File: src/hdl/gsharePkg.sv
// gshare predictor shared definitions
// Widths, counter constants, request/response/update structs and the
// PHT index hash used by the RTL and by the testbench model
`default_nettype none

package gsharePkg;

    localparam int FETCH_WIDTH_DEF = 2;
    localparam int ISSUE_WIDTH_DEF = 2;
    localparam int PHT_INDEX_W = 8;
    localparam int HISTORY_W = 4;
    localparam int PC_W = 32;
    localparam int COUNTER_W = 2;

    localparam int PHT_ENTRIES = 1 << PHT_INDEX_W;
    // Instructions are 4 bytes, the low PC bits never reach the index
    localparam int INSN_BYTES = 4;
    localparam int INSN_OFFSET_W = 2;

    typedef logic [PHT_INDEX_W-1:0] phtIndexT;
    typedef logic [HISTORY_W-1:0] historyT;
    typedef logic [PC_W-1:0] pcT;
    typedef logic [COUNTER_W-1:0] counterT;

    localparam counterT COUNTER_MAX = counterT'(3);
    localparam counterT COUNTER_INIT = counterT'(2);

    typedef struct packed {
        logic valid;
        pcT pc;
        logic [FETCH_WIDTH_DEF-1:0] btbHit;
        logic [FETCH_WIDTH_DEF-1:0] isCondBr;
    } lookupReqT;

    typedef struct packed {
        logic valid;
        logic [FETCH_WIDTH_DEF-1:0] predTaken;
        phtIndexT [FETCH_WIDTH_DEF-1:0] phtIndex;
        counterT [FETCH_WIDTH_DEF-1:0] prevCounter;
        historyT history;
    } lookupRespT;

    typedef struct packed {
        logic valid;
        phtIndexT phtIndex;
        counterT prevCounter;
        logic taken;
        logic mispred;
    } resolveT;

    typedef struct packed {
        logic valid;
        phtIndexT index;
        counterT counter;
    } phtWriteT;

    // PC bits above the instruction offset, history folded in from the top bit down
    function automatic phtIndexT phtIndexOf(input pcT pc, input historyT history);
        phtIndexT idx;
        idx = pc[PHT_INDEX_W+INSN_OFFSET_W-1:INSN_OFFSET_W];
        for (int i = 0; i < HISTORY_W; i++) begin
            idx[PHT_INDEX_W-1-i] = idx[PHT_INDEX_W-1-i] ^ history[i];
        end
        return idx;
    endfunction

    // Bank of an index in a PHT split into the given number of banks
    function automatic int bankOf(input phtIndexT idx, input int banks);
        return int'(idx) % banks;
    endfunction

endpackage

`default_nettype wire

File: src/hdl/phtBankRam.sv
// Banked pattern history table
// fetchWidth registered read ports, issueWidth write ports routed to the
// bank each one addresses; reads return old data on a same-cycle write
`timescale 1ns/1ps
`default_nettype none

module phtBankRam #(
    parameter int fetchWidth = gsharePkg::FETCH_WIDTH_DEF,
    parameter int issueWidth = gsharePkg::ISSUE_WIDTH_DEF
) (
    input  wire                      clk,
    input  wire gsharePkg::phtIndexT raddr [fetchWidth],
    output gsharePkg::counterT       rdata [fetchWidth],
    input  wire gsharePkg::phtWriteT wr [issueWidth]
);

    localparam int BANK_DEPTH = gsharePkg::PHT_ENTRIES / issueWidth;

    wire gsharePkg::counterT bankRd [issueWidth][fetchWidth];
    int bankSel [fetchWidth];

    for (genvar b = 0; b < issueWidth; b++) begin : gBank
        gsharePkg::counterT mem [BANK_DEPTH];
        gsharePkg::counterT rdReg [fetchWidth];

        always_ff @(posedge clk) begin
            // At most one port targets this bank in a cycle
            for (int p = 0; p < issueWidth; p++) begin
                if (wr[p].valid && gsharePkg::bankOf(wr[p].index, issueWidth) == b) begin
                    mem[int'(wr[p].index) / issueWidth] <= wr[p].counter;
                end
            end
            for (int r = 0; r < fetchWidth; r++) begin
                rdReg[r] <= mem[int'(raddr[r]) / issueWidth];
            end
        end

        assign bankRd[b] = rdReg;
    end

    // Remember which bank each read port went to
    always_ff @(posedge clk) begin
        for (int r = 0; r < fetchWidth; r++) begin
            bankSel[r] <= gsharePkg::bankOf(raddr[r], issueWidth);
        end
    end

    always_comb begin
        for (int r = 0; r < fetchWidth; r++) begin
            rdata[r] = bankRd[bankSel[r]][r];
        end
    end

endmodule

`default_nettype wire

File: src/hdl/phtWriteQueue.sv
// Write queue for PHT bank conflicts
// Circular FIFO of any payload type, pushes while full are lost
`timescale 1ns/1ps
`default_nettype none

module phtWriteQueue #(
    parameter int  depth  = 4,
    parameter type entryT = logic
) (
    input  wire        clk,
    input  wire        rstN,
    input  wire        push,
    input  wire entryT pushData,
    input  wire        pop,
    output entryT      head,
    output logic       full,
    output logic       empty
);

    localparam int PTR_W = (depth > 1) ? $clog2(depth) : 1;
    localparam int CNT_W = $clog2(depth + 1);

    entryT mem [depth];
    logic [PTR_W-1:0] headPtr;
    logic [PTR_W-1:0] tailPtr;
    logic [CNT_W-1:0] count;
    logic doPush;
    logic doPop;

    function automatic logic [PTR_W-1:0] nextPtr(input logic [PTR_W-1:0] ptr);
        return (ptr == PTR_W'(depth - 1)) ? '0 : ptr + 1'b1;
    endfunction

    assign full = (count == CNT_W'(depth));
    assign empty = (count == '0);
    assign doPush = push && !full;
    assign doPop = pop && !empty;
    assign head = mem[headPtr];

    always_ff @(posedge clk) begin
        if (!rstN) begin
            headPtr <= '0;
            tailPtr <= '0;
            count <= '0;
        end else begin
            if (doPush) tailPtr <= nextPtr(tailPtr);
            if (doPop) headPtr <= nextPtr(headPtr);
            if (doPush && !doPop) begin
                count <= count + 1'b1;
            end else if (doPop && !doPush) begin
                count <= count - 1'b1;
            end
        end
    end

    always_ff @(posedge clk) begin
        if (doPush) mem[tailPtr] <= pushData;
    end

endmodule

`default_nettype wire

File: src/hdl/phtUpdateArbiter.sv
// PHT update arbiter
// Saturating counter updates from resolved branches, bank conflict
// diversion into the write queue, replay on idle ports, reset fill
`timescale 1ns/1ps
`default_nettype none

module phtUpdateArbiter #(
    parameter int issueWidth = gsharePkg::ISSUE_WIDTH_DEF,
    parameter int queueDepth = 4
) (
    input  wire                      clk,
    input  wire                      rstN,
    input  wire gsharePkg::resolveT  resolve [issueWidth],
    output gsharePkg::phtWriteT      wr [issueWidth],
    output logic                     qPush,
    output gsharePkg::phtWriteT      qPushData,
    output logic                     qPop,
    input  wire gsharePkg::phtWriteT qHead,
    input  wire                      qFull,
    input  wire                      qEmpty,
    output logic                     mispredSeen,
    output logic                     ready
);

    localparam gsharePkg::phtIndexT LAST_FILL =
        gsharePkg::PHT_INDEX_W'(gsharePkg::PHT_ENTRIES - issueWidth);

    if (queueDepth < 1 || (gsharePkg::PHT_ENTRIES % issueWidth) != 0) begin : gCfgCheck
        $error("Unsupported PHT queue depth or bank count");
    end

    gsharePkg::phtIndexT fillIndex;

    function automatic gsharePkg::counterT satUpdate(input gsharePkg::counterT prev,
                                                     input logic taken);
        if (taken) begin
            return (prev == gsharePkg::COUNTER_MAX) ? prev : prev + 1'b1;
        end
        return (prev == '0) ? prev : prev - 1'b1;
    endfunction

    always_comb begin
        logic headBlocked;
        logic placed;
        qPush = 1'b0;
        qPushData = '0;
        qPop = 1'b0;
        mispredSeen = 1'b0;
        headBlocked = 1'b0;
        placed = 1'b0;

        for (int i = 0; i < issueWidth; i++) begin
            wr[i].valid = ready && resolve[i].valid;
            wr[i].index = resolve[i].phtIndex;
            wr[i].counter = satUpdate(resolve[i].prevCounter, resolve[i].taken);
            if (wr[i].valid && resolve[i].mispred) mispredSeen = 1'b1;
        end

        // A later slot on an earlier slot's bank goes to the queue
        for (int i = 1; i < issueWidth; i++) begin
            for (int j = 0; j < i; j++) begin
                if (wr[i].valid && wr[j].valid &&
                    gsharePkg::bankOf(wr[i].index, issueWidth) ==
                    gsharePkg::bankOf(wr[j].index, issueWidth)) begin
                    if (!qPush) begin
                        qPush = 1'b1;
                        qPushData = wr[i];
                    end
                    wr[i].valid = 1'b0;
                end
            end
        end

        // Head waits while any active write uses its bank
        for (int j = 0; j < issueWidth; j++) begin
            if (wr[j].valid && gsharePkg::bankOf(qHead.index, issueWidth) ==
                gsharePkg::bankOf(wr[j].index, issueWidth)) begin
                headBlocked = 1'b1;
            end
        end
        if (!qEmpty && !headBlocked) begin
            for (int i = 0; i < issueWidth; i++) begin
                if (!placed && !wr[i].valid) begin
                    wr[i] = qHead;
                    wr[i].valid = 1'b1;
                    qPop = 1'b1;
                    placed = 1'b1;
                end
            end
        end

        // Fill owns every write port until the table is initialized
        if (!ready) begin
            for (int i = 0; i < issueWidth; i++) begin
                wr[i].valid = 1'b1;
                wr[i].index = fillIndex + gsharePkg::PHT_INDEX_W'(i);
                wr[i].counter = gsharePkg::COUNTER_INIT;
            end
            qPush = 1'b0;
            qPop = 1'b0;
        end
    end

    always_ff @(posedge clk) begin
        if (!rstN) begin
            fillIndex <= '0;
            ready <= 1'b0;
        end else if (!ready) begin
            fillIndex <= fillIndex + gsharePkg::PHT_INDEX_W'(issueWidth);
            if (fillIndex == LAST_FILL) ready <= 1'b1;
        end
    end

endmodule

`default_nettype wire

File: src/hdl/gshareLookup.sv
// gshare lookup and global history
// Forms the PHT read indexes from PC and history, predicts per slot one
// cycle later, and keeps the speculative history with recovery
`timescale 1ns/1ps
`default_nettype none

module gshareLookup #(
    parameter int fetchWidth = gsharePkg::FETCH_WIDTH_DEF
) (
    input  wire                       clk,
    input  wire                       rstN,
    input  wire gsharePkg::lookupReqT lookupReq,
    output gsharePkg::phtIndexT       raddr [fetchWidth],
    input  wire gsharePkg::counterT   rdata [fetchWidth],
    input  wire                       mispredSeen,
    input  wire                       recoverValid,
    input  wire gsharePkg::historyT   recoverHistory,
    input  wire                       ready,
    output gsharePkg::lookupRespT     lookupResp
);

    localparam int HW = gsharePkg::HISTORY_W;

    // Control state
    logic respValidQ;
    logic mispredQ;
    gsharePkg::historyT historyQ;

    // Request held for the response cycle
    logic [fetchWidth-1:0] btbHitQ;
    logic [fetchWidth-1:0] isCondBrQ;
    gsharePkg::phtIndexT indexQ [fetchWidth];

    logic [fetchWidth-1:0] predTaken;
    gsharePkg::historyT shiftedHistory;
    gsharePkg::historyT nextHistory;

    // Per-slot direction and history shift for the response in flight
    always_comb begin
        logic groupEnded;
        groupEnded = 1'b0;
        shiftedHistory = historyQ;
        for (int i = 0; i < fetchWidth; i++) begin
            // Counter MSB set means taken, unconditional hits always are
            predTaken[i] = btbHitQ[i] &&
                (rdata[i][gsharePkg::COUNTER_W-1] || !isCondBrQ[i]);
            if (respValidQ && !mispredQ && !groupEnded &&
                btbHitQ[i] && isCondBrQ[i]) begin
                shiftedHistory = {shiftedHistory[HW-2:0], predTaken[i]};
            end
            // Nothing after a taken slot is fetched
            if (predTaken[i]) groupEnded = 1'b1;
        end
    end

    assign nextHistory = recoverValid ? recoverHistory : shiftedHistory;

    always_comb begin
        for (int i = 0; i < fetchWidth; i++) begin
            raddr[i] = gsharePkg::phtIndexOf(
                lookupReq.pc + gsharePkg::PC_W'(gsharePkg::INSN_BYTES * i),
                nextHistory
            );
        end
    end

    always_comb begin
        lookupResp = '0;
        lookupResp.valid = respValidQ;
        lookupResp.history = shiftedHistory;
        for (int i = 0; i < fetchWidth; i++) begin
            lookupResp.predTaken[i] = predTaken[i];
            lookupResp.phtIndex[i] = indexQ[i];
            lookupResp.prevCounter[i] = rdata[i];
        end
    end

    always_ff @(posedge clk) begin
        if (!rstN) begin
            respValidQ <= 1'b0;
            mispredQ <= 1'b0;
            historyQ <= '0;
        end else begin
            // Requests during the fill are dropped
            respValidQ <= lookupReq.valid && ready;
            mispredQ <= mispredSeen;
            historyQ <= nextHistory;
        end
    end

    always_ff @(posedge clk) begin
        btbHitQ <= lookupReq.btbHit[fetchWidth-1:0];
        isCondBrQ <= lookupReq.isCondBr[fetchWidth-1:0];
        indexQ <= raddr;
    end

endmodule

`default_nettype wire

File: src/hdl/branchPredictorTop.sv
// gshare branch predictor top level
// Update arbiter, conflict write queue, banked PHT and lookup logic
`timescale 1ns/1ps
`default_nettype none

module branchPredictorTop #(
    parameter int fetchWidth = gsharePkg::FETCH_WIDTH_DEF,
    parameter int issueWidth = gsharePkg::ISSUE_WIDTH_DEF,
    parameter int queueDepth = 4
) (
    input  wire                       clk,
    input  wire                       rstN,
    input  wire gsharePkg::lookupReqT lookupReq,
    input  wire gsharePkg::resolveT   resolve [issueWidth],
    input  wire                       recoverValid,
    input  wire gsharePkg::historyT   recoverHistory,
    output gsharePkg::lookupRespT     lookupResp,
    output logic                      ready
);

    gsharePkg::phtIndexT raddr [fetchWidth];
    gsharePkg::counterT rdata [fetchWidth];
    gsharePkg::phtWriteT wr [issueWidth];
    gsharePkg::phtWriteT qPushData;
    gsharePkg::phtWriteT qHead;
    logic qPush;
    logic qPop;
    logic qFull;
    logic qEmpty;
    logic mispredSeen;

    phtUpdateArbiter #(.issueWidth(issueWidth), .queueDepth(queueDepth)) i_phtUpdateArbiter (
        .clk(clk), .rstN(rstN), .resolve(resolve), .wr(wr),
        .qPush(qPush), .qPushData(qPushData), .qPop(qPop), .qHead(qHead),
        .qFull(qFull), .qEmpty(qEmpty), .mispredSeen(mispredSeen), .ready(ready)
    );

    phtWriteQueue #(.depth(queueDepth), .entryT(gsharePkg::phtWriteT)) i_phtWriteQueue (
        .clk(clk), .rstN(rstN), .push(qPush), .pushData(qPushData),
        .pop(qPop), .head(qHead), .full(qFull), .empty(qEmpty)
    );

    phtBankRam #(.fetchWidth(fetchWidth), .issueWidth(issueWidth)) i_phtBankRam (
        .clk(clk), .raddr(raddr), .rdata(rdata), .wr(wr)
    );

    gshareLookup #(.fetchWidth(fetchWidth)) i_gshareLookup (
        .clk(clk), .rstN(rstN), .lookupReq(lookupReq), .raddr(raddr), .rdata(rdata),
        .mispredSeen(mispredSeen), .recoverValid(recoverValid),
        .recoverHistory(recoverHistory), .ready(ready), .lookupResp(lookupResp)
    );

endmodule

`default_nettype wire

File: config.mk
export PLATFORM = sky130hd
export DESIGN_NAME = branchPredictorTop
export DESIGN_NICKNAME = d
export VERILOG_FILES = /design/src/hdl/gsharePkg.sv /design/src/hdl/phtBankRam.sv /design/src/hdl/phtWriteQueue.sv /design/src/hdl/phtUpdateArbiter.sv /design/src/hdl/gshareLookup.sv /design/src/hdl/branchPredictorTop.sv
export SDC_FILE = /design/constraint.sdc
export NUM_CORES = 1
export LEC_CHECK = 0
export ABC_AREA = 0
export BUFFER_PORTS_ARGS = -buffer_cell sky130_fd_sc_hd__clkbuf_2
export CAP_MARGIN = 5
export CORE_ASPECT_RATIO = 0.5
export CORE_MARGIN = 4
export CORE_UTILIZATION = 45
export CTS_CLUSTER_SIZE = 24
export DETAILED_ROUTE_END_ITERATION = 10
export PLACE_DENSITY = 0.68
export SETUP_SLACK_MARGIN = 0.15
export SKIP_LAST_GASP = 1
export SLEW_MARGIN = 20
export SYNTH_ARGS = -nofsm -noshare
export SYNTH_HDL_FRONTEND = slang
export SYNTH_SLANG_ARGS = --single-unit
File: constraint.sdc
create_clock -name clk -period 4.8 [get_ports clk]
set_clock_uncertainty 0.15 [all_clocks]
set_input_delay 0.96 -clock clk [delete_from_list [all_inputs] [get_ports clk]]
set_output_delay 0.96 -clock clk [all_outputs]
set_load 0.05 [all_outputs]
; After elaboration in Yosys (flattened, before gate mapping)
; Memory sizes are Yosys's and may differ from the RTL's. A register that Yosys moved wholly into a read port is not among the register bits.
; Cells that the tools add are included.
[word_totals]
ff_bits = 42
latch_bits = 0
mem_bits_rw = 558
mem_bits_ro = 0
input_bits = 70
output_inout_bits = 28
wordCells = 157
n_memories = 4
[op_classes]
addsub = 11
multipliers = 0
div_mod_pow = 0
magnitude_cmp = 2
eq_ne = 9
shifts = 0
n_mux = 61
n_bitwise = 10
reduce_logical = 48
[memory_table]
columns = memory, depth, word_bits, rd, rd_clocked_by_memory_dff, write_ports, line_no
row1 = i_phtBankRam.gBank[0].mem, 128, 2, 2, 2, 1, phtBankRam.sv:23  ; gsharePkg::counterT mem [BANK_DEPTH];
row2 = i_phtBankRam.gBank[1].mem, 128, 2, 2, 2, 1, phtBankRam.sv:23
row3 = i_phtWriteQueue.mem, 4, 11, 1, 1, 1, phtWriteQueue.sv:23  ; entryT mem [depth];
row4 = i_phtBankRam.bankSel, 2, 1, 2, 0, 2, phtBankRam.sv:20  ; int bankSel [fetchWidth];
[ops]
columns = op, n
row1 = $ge A32 B2 Y1 const B, 2
row2 = $logic_not A32 Y1, 2
row3 = $not A32 Y32, 2
row4 = $mux W22, 2
row5 = $mux W2, 17
row6 = $mux W1, 29
row7 = $logic_and A1 B1 Y1, 27
row8 = $mux W4, 6
row9 = $mux W11, 2
row10 = $mux W7, 2
row11 = $logic_not A1 Y1, 11
row12 = $add A10 B3 Y10 const B, 1
row13 = $mux W10, 1
row14 = $add A2 B1 Y2 const B, 4
row15 = $add A8 B1 Y8 const B, 1
row16 = $add A8 B2 Y8 const B, 1
row17 = $eq A2 B2 Y1 const B, 4
row18 = $eq A8 B8 Y1 const B, 1
row19 = $xor A1 B1 Y1, 8
row20 = $mux W3, 2
row21 = $logic_not A2 Y1, 2
row22 = $reduce_or A2 Y1, 2
row23 = $sub A2 B1 Y2 const B, 2
row24 = $add A3 B1 Y3 const B, 1
row25 = 6 further kinds, 9

; Depth between registers and ports, before layout
; Gate-level depths: netlist of run 1.
[depth]
word_depth = 20
ltp_mapped = 13

; Modules after synthesis
; From an unflattened synthesis of run 1, not the netlist that was laid out.
[unflattened]
cells_unflattened = 2662
hier_area_um2 = 37494.7
[by_module_without_submodules]
columns = mod, instances, cells_per_inst, area_each_um2, seq_area_each_um2
row1 = phtBankRam, 1, 2300, 33186.8, 15574.9
row2 = phtWriteQueue, 1, 108, 2062.0, 1501.4
row3 = gshareLookup, 1, 105, 1166.1, 520.5
row4 = phtUpdateArbiter, 1, 149, 1079.8, 160.2

; Least setup slack after synthesis of run 1
; OpenSTA, ideal clock, no wires.
[synth_timing]
path_type = input to register
from = input port resolve[17] (netlist bit)
to = memory i_phtBankRam.gBank[0].mem[0][1] (netlist bit) (data pin)
setup_time_ns = 0.378
t_arrival_ns = 3.648
path_slack_ns = 0.624
stages = 9
n_path_buf = 3
cell_sequence = buf_4 xnor2_2 o2111ai_2 o21ai_1 o21a_1 nor3b_1 buf_6 buf_2 mux2_2
[synth_via]
elab_chain_len = 15
elab_cells_between_ends = 21
classes_between = eq/ne: 2 / mux: 9 / reduce/logical: 10
[synth_lines]
columns = item, line_no
row1 = "start, declared", branchPredictorTop.sv:14  ; input wire gsharePkg::resolveT resolve [issueWidth],
row2 = $eq A1 B1 Y1, phtUpdateArbiter.sv:63  ; gsharePkg::bankOf(wr[i].index, issueWidth) ==
row3 = $logic_and A1 B1 Y1, phtUpdateArbiter.sv:62  ; if (wr[i].valid && wr[j].valid &&
row4 = $mux W1, phtUpdateArbiter.sv:62
row5 = $logic_and A1 B1 Y1, phtUpdateArbiter.sv:76  ; if (wr[j].valid && gsharePkg::bankOf(qHead.index, issueWidth) ==
row6 = $mux W1, phtUpdateArbiter.sv:76
row7 = $logic_not A1 Y1, phtUpdateArbiter.sv:81  ; if (!qEmpty && !headBlocked) begin
row8 = $logic_and A1 B1 Y1, phtUpdateArbiter.sv:81
row9 = $mux W22 (*), phtUpdateArbiter.sv:81
row10 = $mux W22 (*), phtUpdateArbiter.sv:93  ; if (!ready) begin
row11 = $logic_not A32 Y1, phtBankRam.sv:29  ; if (wr[p].valid && gsharePkg::bankOf(wr[p].index, issueWidth) == b) begin
row12 = $logic_and A1 B1 Y1, phtBankRam.sv:29
row13 = $mux W1, phtBankRam.sv:29
row14 = $mux W1 (not written as such), phtBankRam.sv:30  ; mem[int'(wr[p].index) / issueWidth] <= wr[p].counter;
row15 = $reduce_or A2 Y1 (no source line), --
row16 = $mux W2 (no source line) (*), --
row17 = "end, declared", phtBankRam.sv:23
; Mark *: on every way between the ends. The rest lies on a longest branch, timed or not.

==> summary.md, run 1 <==
| Metric | Value |
|---|---|
| Top-area cell type share of the netlist area | `54.46%` |
| Setup crit start kind | `flop` |
| Hold Slack | `0.2741 ns` |
| Drt first pass iters | `5` |
| DRT antenna net count | `0` |
| Internal | `8.921 mW` |
| Final setup viols | `0` |
| Setup Crit Path Kind | `reg -> reg` |
| Die Wd | `375.8 um` |
| CTS Buf Count | `57` |
| Ys Warns | `0` |
| DRC | `0` |
| Initial Util | `45.44%` |
| Final Hold Vio Count | `0` |
| Crit-path max FO | `36` |
| Antenna Diode Count | `0` |
| CTS Buffer Depth | `3` |
| FF-to-FF Start | `i_phtBankRam.bankSel[0][0]` |
| CTS H-tree lvls | `2` |
| Mapped Area | `30,440 um^2` |
| Wire per inst | `26.62 um` |
| Worst IR Drop VDD | `281.3 uV` |
| Antenna violations before repair | `1` |
| Sw Ratio | `25.14%` |
| EDFF count, synth | `552` |
| Crit share post-route | `86.26%` |
| Setup_tns | `0 ns` |
| Number of max-cap violations | `0` |
| Min Tclk post-route | `4.141 ns` |
| Die ar. | `72,120 um^2` |
| Vias in the first global route | `18,804` |
| R2R Path End | `i_phtBankRam.bankRd[3]` |
| Post-synth top area cell | `edfxtp_1` |
| Gr usage total | `22.46%` |
| # IOs | `98` |
| Synth Register Bits | `605` |
| Asr flop ratio synth | `0%` |
| Hold depth | `1` |
| Register area share after synthesis | `57.95%` |
| Synth cell types | `94` |
| Flop pwr share | `48.1%` |
| Die outline height | `191.9 um` |
| Power density over the cells | `350.4 nW/um^2` |
| Grt ovf | `0` |
| Cell count after synthesis | `1,982` |
| CTS resizes | `0` |
| 1st-iter DRT viols | `2,231` |
| FF+latch area | `17,640 um^2` |
| Via count | `18,736` |
| Total net switching power | `2.997 mW` |
| Slew HR | `38.17%` |
| Most frequent cells after synthesis | `edfxtp_1 (552), nor2_1 (281), mux4_2 (268)` |
| Min-Delay Path Class | `in -> reg` |
| Area Overhead vs Synth | `11.74%` |
| TritonCTS clock tree | `built` |
| CTS Hold Bufs | `0` |
| Share of total power in combinational logic | `12.9%` |
| Fmax | `241.5 MHz` |
| Largest net degree at the start of global routing | `129` |
| Setup bufs post-CTS | `0` |
| Min-delay src | `lookupReq[1]` |
| Status | `finished clean` |
| CORE AREA | `66,980 um^2` |
| Syn Nets | `2,061` |
| Reg2Reg Setup Slack | `0.66 ns` |
| Layout Utilization | `50.78%` |
| Total wire length | `80,090 um` |
| Main area contributors after synthesis | `edfxtp_1 (54%), mux4_2 (20%), dfxtp_1 (3.5%)` |
| Fillcell total | `5,503` |
| Rows | `67` |
| Unrepaired setup endpoints after global routing | `no` |
| Clk Latency, worst-skew pair | `0.63 ns` |
| CP endpoint kind | `flop` |
| Root Driver | `clkbuf_16` |
| Clock transition at path regs | `0.07 ns` |
| Hold Crit Endpoint | `i_gshareLookup.isCondBrQ[1]` |
| Reg2Reg Depth | `11` |
| LEAKAGE | `11.29 nW` |
| Tot Pwr | `11.92 mW` |
| Nets | `2,142` |
| DR vias/cell | `6.227` |
| Syn Area/Cell | `15.36 um^2` |
| Dominant cell by count in the synthesized netlist | `edfxtp_1` |
| Multi-input gate area | `12,070 um^2` |
| Data arrival, critical path | `4.51 ns` |
| CTS Sinks | `605` |
| Detailed placement HPWL | `52,000 um` |
| CP required | `5.17 ns` |
| PortBufs | `73` |
| First-pass GRT wire length | `121,200 um` |
| GPL Wtd Cong | `0.8506` |
| Worst Max-Slew Pin Slew | `0.9230 ns` |
| Slew Viols, Final | `0` |
| Main flop type after synthesis | `edfxtp_1` |
| Layout cell share with drive strength beyond 1 | `28.55%` |
| Clock Power Share | `38.9%` |
## layout make-up
cell class / count / share of cell area [%]
well taps: 897 / 3.300
inverters: 24 / 0.2870
repair buffers: 153 / 3.510
flip-flops and latches: 605 / 51.86
clock inverters: 28 / 0.8204
clock buffers: 80 / 4.749
multi-input cells: 1222 / 35.48
## sequential cells by signal (all words and copies together), names as in the netlist, 2 cells and up, named ones only
signal,count
i_gshareLookup.btbHitQ,2
i_gshareLookup.historyQ,4
i_gshareLookup.isCondBrQ,2
i_gshareLookup.lookupResp,16
i_phtBankRam.bankRd,8
i_phtBankRam.bankSel,2
i_phtBankRam.gBank.mem,512
i_phtUpdateArbiter.fillIndex,7
i_phtWriteQueue.count,3
i_phtWriteQueue.headPtr,2
i_phtWriteQueue.mem,40
i_phtWriteQueue.tailPtr,2
## cell usage in the layout, fill, tap and decap left out, types with 6 or more instances in the layout
| cell type | n |
|---|---|
| clkbuf_1 | 15 |
| buf_12 | 17 |
| ha_1 | 7 |
| nand2b_4 | 6 |
| buf_4 | 63 |
| nand2_1 | 153 |
| nor2b_1 | 26 |
| xnor2_1 | 6 |
| and2_1 | 53 |
| nand3_1 | 25 |
| mux4_2 | 268 |
| nor2_1 | 281 |
| clkbuf_8 | 7 |
| mux2_2 | 17 |
| dfxtp_1 | 53 |
| edfxtp_1 | 552 |
| inv_2 | 6 |
| nand2_2 | 10 |
| a311oi_1 | 18 |
| inv_1 | 16 |
| a31oi_1 | 15 |
| clkinv_1 | 7 |
| and3_1 | 9 |
| a21oi_1 | 28 |
| clkinv_2 | 9 |
| nand2b_1 | 17 |
| a211oi_1 | 45 |
| mux2i_1 | 72 |
| o21ai_0 | 17 |
| clkbuf_2 | 71 |
| o211ai_1 | 6 |
| clkbuf_16 | 59 |
## per-stage QoR
step           area (um^2)  setup WS, ns  std cells
2_1_floorplan        30440        0.6241       1982
3_3_place_gp         32120        0.3721       2901
3_5_place_dp         32120        0.2907       2901
4_1_cts              34010        0.7296       3009
5_1_grt              34010        0.4965       3009
6_report             34010        0.6594       3009
## power by group through the flow
stage	Clock, mW	Sequential, mW	Combinational [mW]
global placement	0	5.85	1.52
detailed placement	0	5.85	1.53
floorplan	0	5.89	0.983
CTS	4.70	5.73	1.53
global route	4.94	5.73	1.62
finish	4.64	5.73	1.54
## metal layers
metal / share of wire, % / vias up / track usage, %
met5: 0 / - / 0
met4: 2.7 / 0 / 6.207
met3: 8.7 / 154 / 4.069
met2: 47 / 881 / 36.21
met1: 41 / 9682 / 31.76
li1: - / 8019 / -
## critical path, cell delays in order (launching register included)
cell,delay [ns]
dfxtp_1,0.37
mux2i_1,0.51
inv_2,0.12
o21ai_2,0.25
a21boi_1,0.19
o311ai_4,0.49
buf_4,0.60
and2_1,0.22
a211oi_1,0.07
a311oi_1,0.51
a21oi_1,0.17
a221oi_1,0.35
## worst max-delay path by stage
stage,start,to
after floorplan,resolve[17],i_phtBankRam.gBank[0].mem[0][1]
after detailed placement,resolve[17],i_phtBankRam.gBank[0].mem[25][0]
after global routing,i_phtBankRam.bankSel[0][0],i_phtBankRam.bankRd[3]
after global placement,resolve[17],i_phtBankRam.gBank[0].mem[1][0]
final,i_phtBankRam.bankSel[0][0],i_phtBankRam.bankRd[3]
after CTS,i_phtBankRam.bankSel[0][0],i_phtBankRam.bankRd[3]
## kinds of logic (layout without fill, tap and decap cells)
family	count (synthesis)	in the layout	synth area share, %
compound gates	194	194	4.822
simple gates	629	629	9.821
mux	369	369	23.53
fa+ha+maj	10	10	0.4275
buf+inv	155	285	2.594
xor+xnor	20	20	0.8551
flops	605	605	57.95
Power figures use the tool's default switching activity.
==> run 2: changes to the inputs <==
ABC_CLOCK_PERIOD_IN_PS = 4800   (was unset)
REMOVE_ABC_BUFFERS = 1   (was unset)
==> run 2 against run 1 <==
Critical path depth is 2 lower. Final area up 0.31%. Highest routed layer unchanged. Fmax up 1.3%. First-iteration DRC count rose by 2.1%. Clock power rose by 2%. Combinational power is essentially flat. Sequential share of layout area fell by 0.16 points. Non-clock buffer count increased by 16.
==> summary.md, run 2 (same netlist as run 1, synthesis figures left out) <==
| Metric | Value |
|---|---|
| DRC | `0` |
| Placed Instances | `2,917` |
| GPL Wtd Cong | `0.8789` |
| Status | `finished clean` |
| Die Wd | `375.8 um` |
| Grt ovf | `0` |
| Area Overhead vs Synth | `12.09%` |
| DRT antenna net count | `0` |
| Largest net degree at the start of global routing | `84` |
| Crit share post-route | `85.13%` |
| # IOs | `98` |
| Vias in the first global route | `19,047` |
| Clock transition at path regs | `0.06 ns` |
| Wire per inst | `26.26 um` |
| Setup Crit Path Kind | `reg -> reg` |
| CTS Sinks | `605` |
| Slew Viols, Final | `0` |
| Largest Register | `i_phtBankRam.gBank.mem` |
| Data arrival, critical path | `4.25 ns` |
| Worst Max-Slew Pin Slew | `0.9334 ns` |
| Setup crit start kind | `flop` |
| Antenna Diode Count | `0` |
| Layout cell share with drive strength beyond 1 | `29.26%` |
| Unrepaired setup endpoints after global routing | `no` |
| Detailed placement HPWL | `52,430 um` |
| CP endpoint kind | `flop` |
| Worst IR Drop VDD | `265.2 uV` |
| R2R Path End | `i_phtBankRam.gBank[0].mem[0][1]` |
| Most common cell after layout, fill and taps aside | `edfxtp_1` |
| Crit-path max FO | `15` |
| Reg2Reg Setup Slack | `0.71 ns` |
| Layout Utilization | `50.93%` |
| Total wire length | `79,270 um` |
| CTS Hold Bufs | `0` |
| CP required | `4.96 ns` |
| Fmax | `244.7 MHz` |
| Nets | `2,157` |
| TritonCTS clock tree | `built` |
| Initial Util | `45.44%` |
| CTS Buffer Depth | `3` |
| Slew HR | `36.17%` |
| Gr usage total | `22.18%` |
| Rows | `67` |
| Final Hold Vio Count | `0` |
| Antenna violations before repair | `0` |
| PortBufs | `73` |
| Clk Latency, worst-skew pair | `0.63 ns` |
| Die outline height | `191.9 um` |
| 1st-iter DRT viols | `2,277` |
| Final setup viols | `0` |
| Commonest non-fill, non-tap cells in the layout | `edfxtp_1 (552), nor2_1 (281), mux4_2 (268), nand2_1 (153), buf_4 (83)` |
| Root Driver | `clkbuf_16` |
| Power density over the cells | `351.4 nW/um^2` |
| CTS Buf Count | `56` |
| Post-Layout Cell Count | `3,019` |
| CTS H-tree lvls | `2` |
| LEAKAGE | `11.36 nW` |
| First-pass GRT wire length | `119,800 um` |
| Min Tclk post-route | `4.086 ns` |
| Max FFs per register | `512` |
| Post-route cell area | `34,120 um^2` |
| CORE AREA | `66,980 um^2` |
| DR vias/cell | `6.191` |
| Min-Delay Path Class | `in -> reg` |
| Number of max-cap violations | `0` |
| Via count | `18,691` |
| Setup bufs post-CTS | `0` |
| Post-DP Area | `32,190 um^2` |
| Worst setup path end | `i_phtBankRam.gBank[0].mem[0][1]` |
| Drt first pass iters | `5` |
| Min-delay src | `lookupReq[2]` |
| Reg2Reg Depth | `9` |
| Die ar. | `72,120 um^2` |
| CTS resizes | `0` |
[run 2: changes by cell type in the layout (fill, tap and decap cells not counted), sizes merged]
cell      delta
clkinv       -1
buf         +18
clkbuf       -9
clkinvlp     -2
inv          +2
bufinv       +2
[run 2: layout make-up]
cell class	count	area, um^2
Timing Repair Buffer	169	1265
Fill cell	5387	32860
Sequential cell	605	17640
Multi-Input combinational cell	1222	12070
Clock inverter	29	347.8
Clock buffer	73	1582
Inverter	24	97.59
Tap cell	897	1122
[run 2: report_power, final]
group,total (mW),internal (mW),switching (mW)
clock,4.73,2.71,2.02
sequential,5.73,5.71,0.0206
combinational,1.53,0.592,0.939
[run 2: critical path, cell delays in order (launching register included)]
cell and delay, ns:
dfxtp_1 0.36, mux4_2 0.68, xor2_2 0.27, o211a_1 0.55, mux2i_1 0.30, a21oi_1 0.15, mux2_2 0.40, nor2_4 0.16
nand2_2 0.37, nor2b_1 0.35
[run 2: per-stage QoR]
stage / TNS (ns) / worst slack (ns) / power [mW] / hold WS (ns)
final: 0 / 0.7137 / 11.99 / 0.2833
after floorplan: -463.33 / -2.414 / 6.838 / 0.3229
after global routing: 0 / 0.5020 / 12.38 / 0.2555
after CTS: 0 / 0.7588 / 12.04 / 0.2372
after global placement: 0 / 0.3380 / 7.351 / 0.3370
after detailed placement: 0 / 0.3057 / 7.361 / 0.3551
[run 2: metal layers]
| layer | part of all wire (%) | GRT usage [%] | vias up |
|---|---|---|---|
| met5 | 0 | 0 | - |
| met3 | 9.6 | 4.722 | 140 |
| li1 | - | - | 8030 |
| met4 | 2.9 | 6.625 | 0 |
| met1 | 40 | 30.67 | 9629 |
| met2 | 48 | 35.77 | 892 |
[run 2: worst min-delay path by stage]
| stage | endpoint | slack (ns) | depth (start not counted) |
|---|---|---|---|
| after floorplan | i_phtUpdateArbiter.fillIndex[6] | 0.32 | 2 |
| after global placement | i_phtWriteQueue.count[2] | 0.34 | 2 |
| after detailed placement | i_phtWriteQueue.headPtr[0] | 0.36 | 2 |
| after CTS | i_gshareLookup.btbHitQ[0] | 0.24 | 1 |
| after global routing | i_gshareLookup.btbHitQ[0] | 0.26 | 1 |
| final | i_gshareLookup.btbHitQ[0] | 0.28 | 1 |
